File: src/rtl/bertPkg.sv
package bertPkg;

    // Register bus
    localparam int BusDataWidth = 16;

    typedef struct packed {
        logic [7:0]              addr;
        logic                    write;
        logic                    read;
        logic [BusDataWidth-1:0] writeData;
    } regBus_t;

    // One serial stream, data valid while clkEn is high
    typedef struct packed {
        logic clkEn;
        logic data;
    } bitStream_t;

    // Address spaces in the upper address nibble
    localparam logic [3:0] SpaceBoard    = 4'h0;
    localparam logic [3:0] SpacePn       = 4'h1;
    localparam logic [3:0] SpaceBert     = 4'h2;

    // Board register offsets
    localparam logic [3:0] RegVersion    = 4'h0;
    localparam logic [3:0] RegControl    = 4'h1;
    localparam logic [3:0] RegBertSelect = 4'h2;
    localparam logic [3:0] RegOutSelect  = 4'h3;

    // PN generator and BERT offsets
    localparam logic [3:0] RegPnRate     = 4'h0;
    localparam logic [3:0] RegBitCount   = 4'h0;
    localparam logic [3:0] RegErrorCount = 4'h1;

    // PN15 pattern, x^15 + x^14 + 1
    localparam int                  PnLength = 15;
    localparam logic [PnLength-1:0] PnSeed   = '1;

    // Stream multiplexer sources
    localparam int NumStreams  = 8;
    localparam int SrcPn       = 0;
    localparam int SrcSerialIn = 1;

endpackage
File: src/rtl/bertBoardTop.sv
`timescale 1ns/100ps

module bertBoardTop #(
    parameter logic [bertPkg::BusDataWidth-1:0] VersionNumber = 16'h0100
) (
    input  logic                             clk,
    input  logic                             reset,
    input  bertPkg::regBus_t                 bus,
    output logic [bertPkg::BusDataWidth-1:0] readData,
    input  logic                             serialClkIn,
    input  logic                             serialDataIn,
    output logic                             serialClkOut,
    output logic                             serialDataOut,
    output logic                             lockn
);
    import bertPkg::*;

    localparam bitStream_t IdleStream = '0;

    logic                    boardSel;
    logic                    pnSel;
    logic                    bertSel;
    logic [BusDataWidth-1:0] boardRead;
    logic [BusDataWidth-1:0] pnRead;
    logic [BusDataWidth-1:0] bertRead;
    logic                    pnEnable;
    logic                    bertEnable;
    logic [2:0]              bertSelect;
    logic [2:0]              outSelect;
    logic                    outClkInvert;
    bitStream_t              pnStream;
    bitStream_t              serialStream;
    bitStream_t              bertStream;
    bitStream_t              outStream;
    wire bitStream_t [NumStreams-1:0] sources;

//**************************************************************************
//                          Register bus
//**************************************************************************
    regBusDecode busDecode (
        .clk(clk), .reset(reset), .bus(bus),
        .boardSel(boardSel), .pnSel(pnSel), .bertSel(bertSel),
        .boardRead(boardRead), .pnRead(pnRead), .bertRead(bertRead),
        .readData(readData)
    );

    boardRegs #(.VersionNumber(VersionNumber)) topRegs (
        .clk(clk), .reset(reset), .bus(bus), .boardSel(boardSel),
        .boardRead(boardRead),
        .pnEnable(pnEnable), .bertEnable(bertEnable),
        .bertSelect(bertSelect), .outSelect(outSelect),
        .outClkInvert(outClkInvert)
    );

//**************************************************************************
//                          Pattern sources
//**************************************************************************
    serialInputSync inSync (
        .clk(clk), .reset(reset),
        .serialClkIn(serialClkIn), .serialDataIn(serialDataIn),
        .serialStream(serialStream)
    );

    pnGenerator pnGen (
        .clk(clk), .reset(reset), .pnEnable(pnEnable),
        .bus(bus), .pnSel(pnSel), .pnRead(pnRead),
        .pnStream(pnStream)
    );

    assign sources[SrcPn]       = pnStream;
    assign sources[SrcSerialIn] = serialStream;

    // Remaining mux inputs stay idle
    for (genvar i = SrcSerialIn + 1; i < NumStreams; i++) begin : gIdle
        assign sources[i] = IdleStream;
    end

//**************************************************************************
//                          BERT and output pins
//**************************************************************************
    clockDataMux #(.NumStreams(NumStreams)) bertMux (
        .clk(clk), .reset(reset),
        .streams(sources), .select(bertSelect), .outStream(bertStream)
    );

    bertCore bert (
        .clk(clk), .reset(reset), .bertEnable(bertEnable),
        .bus(bus), .bertSel(bertSel), .bertRead(bertRead),
        .bertStream(bertStream), .lockn(lockn)
    );

    clockDataMux #(.NumStreams(NumStreams)) outMux (
        .clk(clk), .reset(reset),
        .streams(sources), .select(outSelect), .outStream(outStream)
    );

    assign serialClkOut  = outStream.clkEn ^ outClkInvert;
    assign serialDataOut = outStream.data;

endmodule

File: src/rtl/bertCore.sv
`timescale 1ns/100ps

module bertCore (
    input  logic                             clk,
    input  logic                             reset,
    input  logic                             bertEnable,
    input  bertPkg::regBus_t                 bus,
    input  logic                             bertSel,
    output logic [bertPkg::BusDataWidth-1:0] bertRead,
    input  bertPkg::bitStream_t              bertStream,
    output logic                             lockn
);
    import bertPkg::*;

    logic [PnLength-1:0]            history;
    logic [$clog2(PnLength+1)-1:0]  fillCount;
    logic [BusDataWidth-1:0]        bitCount;
    logic [BusDataWidth-1:0]        errorCount;
    logic                           locked;
    logic                           predicted;
    logic                           bitStrobe;
    logic                           counterClear;

//**************************************************************************
//                          Register access
//**************************************************************************
    // Writing either counter restarts the measurement
    assign counterClear = bertSel && bus.write &&
                          (bus.addr[3:0] == RegBitCount || bus.addr[3:0] == RegErrorCount);

    always_comb begin
        case (bus.addr[3:0])
            RegBitCount:   bertRead = bitCount;
            RegErrorCount: bertRead = errorCount;
            default:       bertRead = '0;
        endcase
    end

//**************************************************************************
//                          PN15 checker
//**************************************************************************
    assign bitStrobe = bertEnable & bertStream.clkEn;
    assign locked    = (fillCount == PnLength);
    assign lockn     = ~locked;

    // Same feedback rule as the generator
    assign predicted = history[PnLength-1] ^ history[PnLength-2];

    // History follows the received bits, errors included
    always_ff @(posedge clk) begin
        if (bitStrobe) begin
            history <= {history[PnLength-2:0], bertStream.data};
        end
    end

    always_ff @(posedge clk) begin
        if (reset || counterClear) begin
            fillCount  <= '0;
            bitCount   <= '0;
            errorCount <= '0;
        end else if (bitStrobe) begin
            if (!locked) begin
                fillCount <= fillCount + 1'b1;
            end else begin
                bitCount <= bitCount + 1'b1;
                if (bertStream.data != predicted) begin
                    errorCount <= errorCount + 1'b1;
                end
            end
        end
    end

endmodule

File: src/rtl/pnGenerator.sv
`timescale 1ns/100ps

module pnGenerator (
    input  logic                             clk,
    input  logic                             reset,
    input  logic                             pnEnable,
    input  bertPkg::regBus_t                 bus,
    input  logic                             pnSel,
    output logic [bertPkg::BusDataWidth-1:0] pnRead,
    output bertPkg::bitStream_t              pnStream
);
    import bertPkg::*;

    logic [BusDataWidth-1:0] pnRate;
    logic [BusDataWidth-1:0] rateCount;
    logic [PnLength-1:0]     pnReg;
    logic                    bitTick;

    always_ff @(posedge clk) begin
        if (reset) begin
            pnRate <= '0;
        end else if (pnSel && bus.write && bus.addr[3:0] == RegPnRate) begin
            pnRate <= bus.writeData;
        end
    end

    always_comb begin
        case (bus.addr[3:0])
            RegPnRate: pnRead = pnRate;
            default:   pnRead = '0;
        endcase
    end

    // One bit every pnRate+1 cycles
    assign bitTick = pnEnable && (rateCount == pnRate);

    always_ff @(posedge clk) begin
        if (reset) begin
            rateCount <= '0;
            pnReg     <= PnSeed;
            pnStream  <= '0;
        end else begin
            pnStream.clkEn <= bitTick;
            if (!pnEnable || bitTick) begin
                rateCount <= '0;
            end else begin
                rateCount <= rateCount + 1'b1;
            end
            if (bitTick) begin
                // Send the MSB, feed back bit 14 xor bit 13
                pnStream.data <= pnReg[PnLength-1];
                pnReg <= {pnReg[PnLength-2:0], pnReg[PnLength-1] ^ pnReg[PnLength-2]};
            end
        end
    end

endmodule

File: src/rtl/clockDataMux.sv
`timescale 1ns/100ps

module clockDataMux #(
    parameter int NumStreams = bertPkg::NumStreams
) (
    input  logic                                 clk,
    input  logic                                 reset,
    input  bertPkg::bitStream_t [NumStreams-1:0] streams,
    input  logic [$clog2(NumStreams)-1:0]        select,
    output bertPkg::bitStream_t                  outStream
);
    // Registered so every output sees one aligned strobe
    always_ff @(posedge clk) begin
        if (reset) begin
            outStream <= '0;
        end else begin
            outStream <= streams[select];
        end
    end

endmodule

File: src/rtl/serialInputSync.sv
`timescale 1ns/100ps

module serialInputSync (
    input  logic                clk,
    input  logic                reset,
    input  logic                serialClkIn,
    input  logic                serialDataIn,
    output bertPkg::bitStream_t serialStream
);
    logic [1:0] clkSync;
    logic [1:0] dataSync;
    logic       clkDelay;
    logic       risingEdge;

    // Two flops on each pin, data kept in step with the clock
    always_ff @(posedge clk) begin
        if (reset) begin
            clkSync  <= '0;
            clkDelay <= 1'b0;
        end else begin
            clkSync  <= {clkSync[0], serialClkIn};
            clkDelay <= clkSync[1];
        end
    end

    always_ff @(posedge clk) begin
        dataSync <= {dataSync[0], serialDataIn};
    end

    assign risingEdge = clkSync[1] & ~clkDelay;

    // One strobe per rising edge of the external clock
    always_ff @(posedge clk) begin
        if (risingEdge) begin
            serialStream.data <= dataSync[1];
        end
        if (reset) begin
            serialStream.clkEn <= 1'b0;
        end else begin
            serialStream.clkEn <= risingEdge;
        end
    end

endmodule

File: src/rtl/boardRegs.sv
`timescale 1ns/100ps

module boardRegs #(
    parameter logic [bertPkg::BusDataWidth-1:0] VersionNumber = 16'h0100
) (
    input  logic                             clk,
    input  logic                             reset,
    input  bertPkg::regBus_t                 bus,
    input  logic                             boardSel,
    output logic [bertPkg::BusDataWidth-1:0] boardRead,
    output logic                             pnEnable,
    output logic                             bertEnable,
    output logic [2:0]                       bertSelect,
    output logic [2:0]                       outSelect,
    output logic                             outClkInvert
);
    import bertPkg::*;

    logic       regWrite;
    logic [3:0] offset;

    assign offset   = bus.addr[3:0];
    assign regWrite = boardSel & bus.write;

    always_ff @(posedge clk) begin
        if (reset) begin
            pnEnable     <= 1'b0;
            bertEnable   <= 1'b0;
            bertSelect   <= '0;
            outSelect    <= '0;
            outClkInvert <= 1'b0;
        end else if (regWrite) begin
            case (offset)
                RegControl: begin
                    pnEnable   <= bus.writeData[0];
                    bertEnable <= bus.writeData[1];
                end
                RegBertSelect: bertSelect <= bus.writeData[2:0];
                RegOutSelect: begin
                    outSelect    <= bus.writeData[2:0];
                    outClkInvert <= bus.writeData[3];
                end
                default: ;
            endcase
        end
    end

    // Read back by offset
    always_comb begin
        boardRead = '0;
        case (offset)
            RegVersion:    boardRead = VersionNumber;
            RegControl:    boardRead[1:0] = {bertEnable, pnEnable};
            RegBertSelect: boardRead[2:0] = bertSelect;
            RegOutSelect:  boardRead[3:0] = {outClkInvert, outSelect};
            default:       boardRead = '0;
        endcase
    end

endmodule

File: src/rtl/regBusDecode.sv
`timescale 1ns/100ps

module regBusDecode (
    input  logic                             clk,
    input  logic                             reset,
    input  bertPkg::regBus_t                 bus,
    output logic                             boardSel,
    output logic                             pnSel,
    output logic                             bertSel,
    input  logic [bertPkg::BusDataWidth-1:0] boardRead,
    input  logic [bertPkg::BusDataWidth-1:0] pnRead,
    input  logic [bertPkg::BusDataWidth-1:0] bertRead,
    output logic [bertPkg::BusDataWidth-1:0] readData
);
    import bertPkg::*;

    logic [3:0]              space;
    logic [BusDataWidth-1:0] readMux;

    assign space    = bus.addr[7:4];
    assign boardSel = (space == SpaceBoard);
    assign pnSel    = (space == SpacePn);
    assign bertSel  = (space == SpaceBert);

    // Read word of the owning block, zero outside the map
    always_comb begin
        case (space)
            SpaceBoard: readMux = boardRead;
            SpacePn:    readMux = pnRead;
            SpaceBert:  readMux = bertRead;
            default:    readMux = '0;
        endcase
    end

    // Held until the next read strobe
    always_ff @(posedge clk) begin
        if (reset) begin
            readData <= '0;
        end else if (bus.read) begin
            readData <= readMux;
        end
    end

endmodule

File: config.mk
export PLATFORM = sky130hd
export DESIGN_NAME = bertBoardTop
export DESIGN_NICKNAME = d
export VERILOG_FILES = /design/src/rtl/bertPkg.sv /design/src/rtl/bertBoardTop.sv /design/src/rtl/bertCore.sv /design/src/rtl/pnGenerator.sv /design/src/rtl/clockDataMux.sv /design/src/rtl/serialInputSync.sv /design/src/rtl/boardRegs.sv /design/src/rtl/regBusDecode.sv
export SDC_FILE = /design/constraint.sdc
export NUM_CORES = 1
export LEC_CHECK = 0
export ABC_AREA = 1
export BUFFER_PORTS_ARGS = -buffer_cell sky130_fd_sc_hd__buf_4
export CAP_MARGIN = 20
export CORE_MARGIN = 4
export CORE_UTILIZATION = 28
export DETAILED_ROUTE_END_ITERATION = 12
export GPL_TIMING_DRIVEN = 1
export HOLD_SLACK_MARGIN = 0.12
export PLACE_DENSITY_LB_ADDON = 0.1
export SKIP_LAST_GASP = 1
export SLEW_MARGIN = 15
export SYNTH_ARGS = -nofsm -noshare
export SYNTH_HDL_FRONTEND = slang
export SYNTH_SLANG_ARGS = --single-unit
File: constraint.sdc
create_clock -name clk -period 2.1 [get_ports clk]
set_input_delay 0.315 -clock clk [delete_from_list [all_inputs] [get_ports clk]]
set_output_delay 0.315 -clock clk [all_outputs]
set_load 0.05 [all_outputs]
### Yosys cells after proc, flatten, opt, wreduce, memory -nomap -nowiden

Index checks and enable logic that the tools add are counted.

* ROM bits: 0
* logic and storage cells: 75
* flip-flop bits (word level): 136
* memories: 0
* input bits: 30
* bits in latches: 0
* output and inout port bits: 19
* RAM bits: 0

* multiplexer cells: 11
* divide/modulo/power cells: 0
* reduce and logical (&&, ||, !) cells: 18
* bitwise operators: 8
* $mul: 0
* add/sub/neg operators: 4
* eq/ne operators: 8
* shift operators: 0
* order comparisons: 2

Operators by type and width (count)
* adder 16 x 1 -> 16 bit (second input constant): 3
* one-hot mux 16 bit (3 select lines): 1
* one-hot mux 16 bit (2 select lines): 1
* equality test 16 bit: 1
* two-way mux 16 bit: 1
* binary-select mux 2 bit (select 3 bit): 2
* equality test 4 x 2 -> 1 bit (second input constant): 3
* AND reduction 2 bit: 5
* equality test 4 x 1 -> 1 bit (second input constant): 2
* zero test 4 bit: 2
* less-than comparator 3 x 4 -> 1 bit (second input constant): 2
* one-hot mux 2 bit (3 select lines): 1
* logical AND 1 bit: 5
* two-way mux 5 bit: 1
* adder 4 x 1 -> 4 bit (second input constant): 1
* equality test 4 bit (second input constant): 1
* two-way mux 2 bit: 2
* AND 1 bit: 3
* logical OR 1 bit: 3
* AND reduction 3 bit: 1
* XOR 1 bit: 3
* NOT 1 bit: 2
* one-hot mux 1 bit (2 select lines): 1
* OR reduction 2 bit: 1
* other kinds (3): 3

### Logic depth before layout (Yosys ltp)

* depth in word-level cells: 4
* gate-level depth with buffers: 10
* depth with buffers taken out: 10

### By module

A second synthesis with hierarchy kept.

* cell total of the unflattened synthesis: 1056
* area total of the unflattened synthesis: 7380.8 um^2

By module, submodules not included
* bertCore: area an instance 2501.1 um^2, sequential area each 1171.1 um^2, cells each 338, times used 1
* pnGenerator: area an instance 2318.5 um^2, sequential area each 980.9 um^2, cells each 322, times used 1
* regBusDecode: area an instance 1073.5 um^2, sequential area each 320.3 um^2, cells each 152, times used 1
* boardRegs: area an instance 721.9 um^2, sequential area each 180.2 um^2, cells each 109, times used 1
* clockDataMux: area an instance 275.3 um^2, sequential area each 40.0 um^2, cells each 56, times used 2
* serialInputSync: area an instance 192.7 um^2, sequential area each 150.1 um^2, cells each 17, times used 1
* bertBoardTop: area an instance 22.5 um^2, sequential area each 0.0 um^2, cells each 6, times used 1

### Worst setup path after synthesis

OpenSTA, ideal clock, no wires.

* kind: register to register
* start: reg bert.fillCount[0]
* end: reg bert.bitCount[13]
* data required time: 1.984 ns
* period minus slack after synthesis: 1.760 ns
* stages on the path, launching flop included: 11
* slack: 0.340 ns
* arrival: 1.644 ns
* library setup time: 0.116 ns
* path through: dfxtp_1 ha_1 nand3_2 nor2_4 nand2_1 nor2_2 inv_1 nor2_2 nand2_1 nand2_1 a21oi_1

* longest elaborated chain between the ends: 2

Ends and longest elaborated chain
* from (decl): RTL line bertCore.sv:16 `logic [$clog2(PnLength+1)-1:0] fillCount;`
* from (signal assigned): RTL line bertCore.sv:63 `fillCount <= fillCount + 1'b1;`
* equality test 4 bit: RTL line bertCore.sv:43 `assign locked = (fillCount == PnLength);`
* AND reduction 2 bit (no source line)
* to (signal assigned): RTL line bertCore.sv:65 `bitCount <= bitCount + 1'b1;`
* to (decl): RTL line bertCore.sv:17 `logic [BusDataWidth-1:0] bitCount;`

Every way passes these cells.
A chain may end at the register's enable or synchronous reset.

### Final worst setup path

* start: reg bert.fillCount[0]
* end: reg bert.errorCount[4]

* longest elaborated chain between the ends: 2

Ends and longest elaborated chain
* equality test 4 bit: RTL line bertCore.sv:43
* AND reduction 3 bit (no source line)
* to (signal assigned): RTL line bertCore.sv:67 `errorCount <= errorCount + 1'b1;`
* to (decl): RTL line bertCore.sv:18 `logic [BusDataWidth-1:0] errorCount;`

Every way passes these cells.

==> metrics.yaml <==
detail_route.vias_per_cell: 4.43
cts_hold_buf: 7
leakage_uw: 0.00292
timing.final.setup_violations: 0
relative_slew_slack: 0.665
post_cts.resized_instances: 0
number_of_flops_mapped_to_enable_cells_by_yosys: 16
detailedRoute.firstPassIterationCount: 5
yosysWarningCount: 0
post_cts_buffers: 0
cts_inserted_buffers: 17
gr-total-overflow: 0
worst-path-stages: 8
commonest_non_fill_non_tap_cell_in_the_layout: "sky130_fd_sc_hd__nand2_1"
tightestPinTransition_ps: 502
timing.critical_path.to_type: "flip-flop"
total_via_count_after_detailed_routing: 5332
critical_path_peak_fanout: 14
start_util: 0.285
critPathTopFamily: "simple AND/OR/NAND/NOR gates"
hpwlAfterDp_um: 12100
hold_path.class: "in -> reg"
die_y_um: 157
instances_no_fill: 1204
placed_cells_incl_taps: 1165
terminating_pin_of_the_worst_hold_path: "pnGen.pnRate[4]$_SDFFE_PP0P_"
routed_wire_length_per_instance_um: 13.8
finalWorstPathRequiredPeriod_ps: 1850
postSynthAreaPerCell_sq_um: 7.32
final_estimated_routing_congestion_in_global_placement: 0.771
status: "finished clean"
clk_pin_slew_worst_paths_ps: 60
std_cell_rows: 54
synth_top_flop_cell: "sky130_fd_sc_hd__dfxtp_1"
synth.ff_latch_count: 136
setup_total_negative_slack_ps: 0
mapped_nets: 883
final.period_utilization: 0.881
power.density_nw_per_um2: 796
cts_num_sinks: 136
critPathSlowestCell: "sky130_fd_sc_hd__dfxtp_1"
setup_repair_after_global_routing_missed_its_margin: "no"
utilization: 0.347
drt_wl_total_um: 16600
io_buffer_count: 48
synthDistinctLibCells: 35
area.growth.synth_to_final_pct: 22.1
post_synth_inst_count: 849
r2r_cells: 8
fin_nets: 945
grt_pass1_vias: 5122
timing.setup.critical_path_class: "reg -> reg"
worst_r2r_endpoint: "bert.errorCount[4]$_SDFFE_PP0P_"
final.setup_skew_ps: 9.92
antenna_violations_before_repair: 0
layout.cells.most_common_list: "226 x sky130_fd_sc_hd__nand2_1, 120 x sky130_fd_sc_hd__dfxtp_1, 93 x sky130_fd_sc_hd__nor2_1"
floorplan.die.width_um: 157
timing_hold_violations_final: 0
worst_skew_pair.late_latency_ps: 420
cts_buffer_depth: 2
holdPathStages: 3
fillCellCount: 2367
number_of_antenna_diodes: 0
htree_num_levels: 4
vdd_drop_max_v: 0.000430
drc: 0
sequence_of_cells_on_the_critical_path: "ha_1, nand3_2, nor2_4, nand3_2, inv_1, nand2_1, o21ai_0, a21oi_1"
grt_pass1_wl_um: 26900
critPathBufInv: 1
fp.dieArea_sq_um: 24600
tritoncts: "built"
regToRegSetupSlack_ps: 250
timing.fmax_ghz: 0.540
groute.usage.overall: 0.140
timing.rr.start: "bert.fillCount[0]$_SDFFE_PP0P_"
synth.cell_area_sq_um: 6210
worst-endpoint-arrival_ps: 2150
grt_max_degree: 24
report.final.slew_viol_count: 0
antenna_violating_nets_post_route: 0
drive_above_1_share: 0.129
start_kind: "flip-flop"
hp-start: "bus[4]"
clock-root-buffer: "sky130_fd_sc_hd__clkbuf_16"
critical_path.max_stage_delay_ps: 370
async_flop_share: 0
seq_area_frac_synth: 0.464
core_sq_um: 21800
path_common_cell: "sky130_fd_sc_hd__nand3_2"
dr.first_iter.drc_count: 273
drv_cap: 0
cp_data_required_time_ps: 2400
pin_count: 49
==> Yosys cell counts, drive strengths merged (13+ instances only) <==
cell | count | area share
nor3 | 39 | 0.033
edfxtp | 16 | 0.077
o22ai | 14 | 0.014
nand2 | 228 | 0.14
xor2 | 18 | 0.025
inv | 95 | 0.057
dfxtp | 120 | 0.39
o21ai | 48 | 0.039
buf | 13 | 0.015
nor2 | 102 | 0.073
nand4 | 17 | 0.017
clkbuf | 14 | 0.0087
nand3 | 46 | 0.041
a21oi | 58 | 0.047
==> worst max path at each step <==
| stage | slack (ps) | endpoint | startpoint |
|---|---|---|---|
| 6_report | 250 | bert.errorCount[4]$_SDFFE_PP0P_ | bert.fillCount[0]$_SDFFE_PP0P_ |
| 2_1_floorplan | 340 | bert.bitCount[13]$_SDFFE_PP0P_ | bert.fillCount[0]$_SDFFE_PP0P_ |
| 3_3_place_gp | 290 | topRegs.outSelect[0]$_SDFFE_PP0P_ | bus[25] |
| 5_1_grt | 20 | bert.errorCount[15]$_SDFFE_PP0P_ | bert.fillCount[0]$_SDFFE_PP0P_ |
| 3_5_place_dp | 270 | bert.errorCount[15]$_SDFFE_PP0P_ | bert.fillCount[0]$_SDFFE_PP0P_ |
| 4_1_cts | 230 | bert.errorCount[4]$_SDFFE_PP0P_ | bert.fillCount[0]$_SDFFE_PP0P_ |
==> cell families (layout without fill, tap and decap cells) <==
kind of cell | count (synthesis) | after routing | share of synthesized area
compound gates | 127 | 127 | 0.107
fa+ha+maj | 4 | 4 | 0.00806
simple gates | 437 | 437 | 0.309
xor+xnor | 21 | 21 | 0.0296
buf+inv | 124 | 199 | 0.0824
flops | 136 | 136 | 0.464
==> worst min-delay path, cell delays in order <==
cell,delay (ps)
sky130_fd_sc_hd__buf_4,90
sky130_fd_sc_hd__nor3_1,40
sky130_fd_sc_hd__nor2_1,90
==> final cells by class <==
cell class	count	area, sq um	share of cell area
clock buffer	18	439	0.0579
timing repair buffer	70	543	0.0716
clock inverter	14	185	0.0244
tap	280	350	0.0462
sequential	136	2880	0.380
multi-input combinational	589	2820	0.372
inverter	97	364	0.0480
==> registers in the layout (all words and copies together) (netlist names), 2 cells and up <==
name,flops
inSync.clkSync,2
pnGen.rateCount,16
busDecode.readData,16
inSync.serialStream,2
bert.bitCount,16
bert.history,15
topRegs.bertSelect,3
pnGen.pnReg,15
topRegs.outSelect,3
pnGen.pnRate,16
bert.errorCount,16
outMux.outStream,2
bert.fillCount,4
inSync.dataSync,2
pnGen.pnStream,2
bertMux.outStream,2
==> where the power goes <==
part | internal (uW) | total, uW | switching, uW
registers | 2630 | 2640 | 6.77
logic | 78.3 | 208 | 130
clock network | 1930 | 3190 | 1250
==> stage by stage <==
stage          instance area [sq um]  hold slack [ps]  setup WS, ps  total power [uW]
4_1_cts                         7580              125           230              6140
3_3_place_gp                    6890              311           292              2900
5_1_grt                         7580              141          19.5              6260
3_5_place_dp                    6890              315           273              2900
2_1_floorplan                   6210              310           340              2800
6_report                        7580              144           249              6030
==> layer usage <==
| layer | share of wire | global-route usage | up-vias | wire length [um] |
|---|---|---|---|---|
| li1 | - | - | 2884 | - |
| met1 | 0.49 | 0.191 | 2372 | 8210 |
| met2 | 0.46 | 0.220 | 68 | 7610 |
| met3 | 0.039 | 0.0360 | 8 | 645 |
| met4 | 0.0078 | 0.0347 | 0 | 130 |
| met5 | 0 | 0 | - | 0 |
No activity file was read; power rests on OpenSTA's default activity.
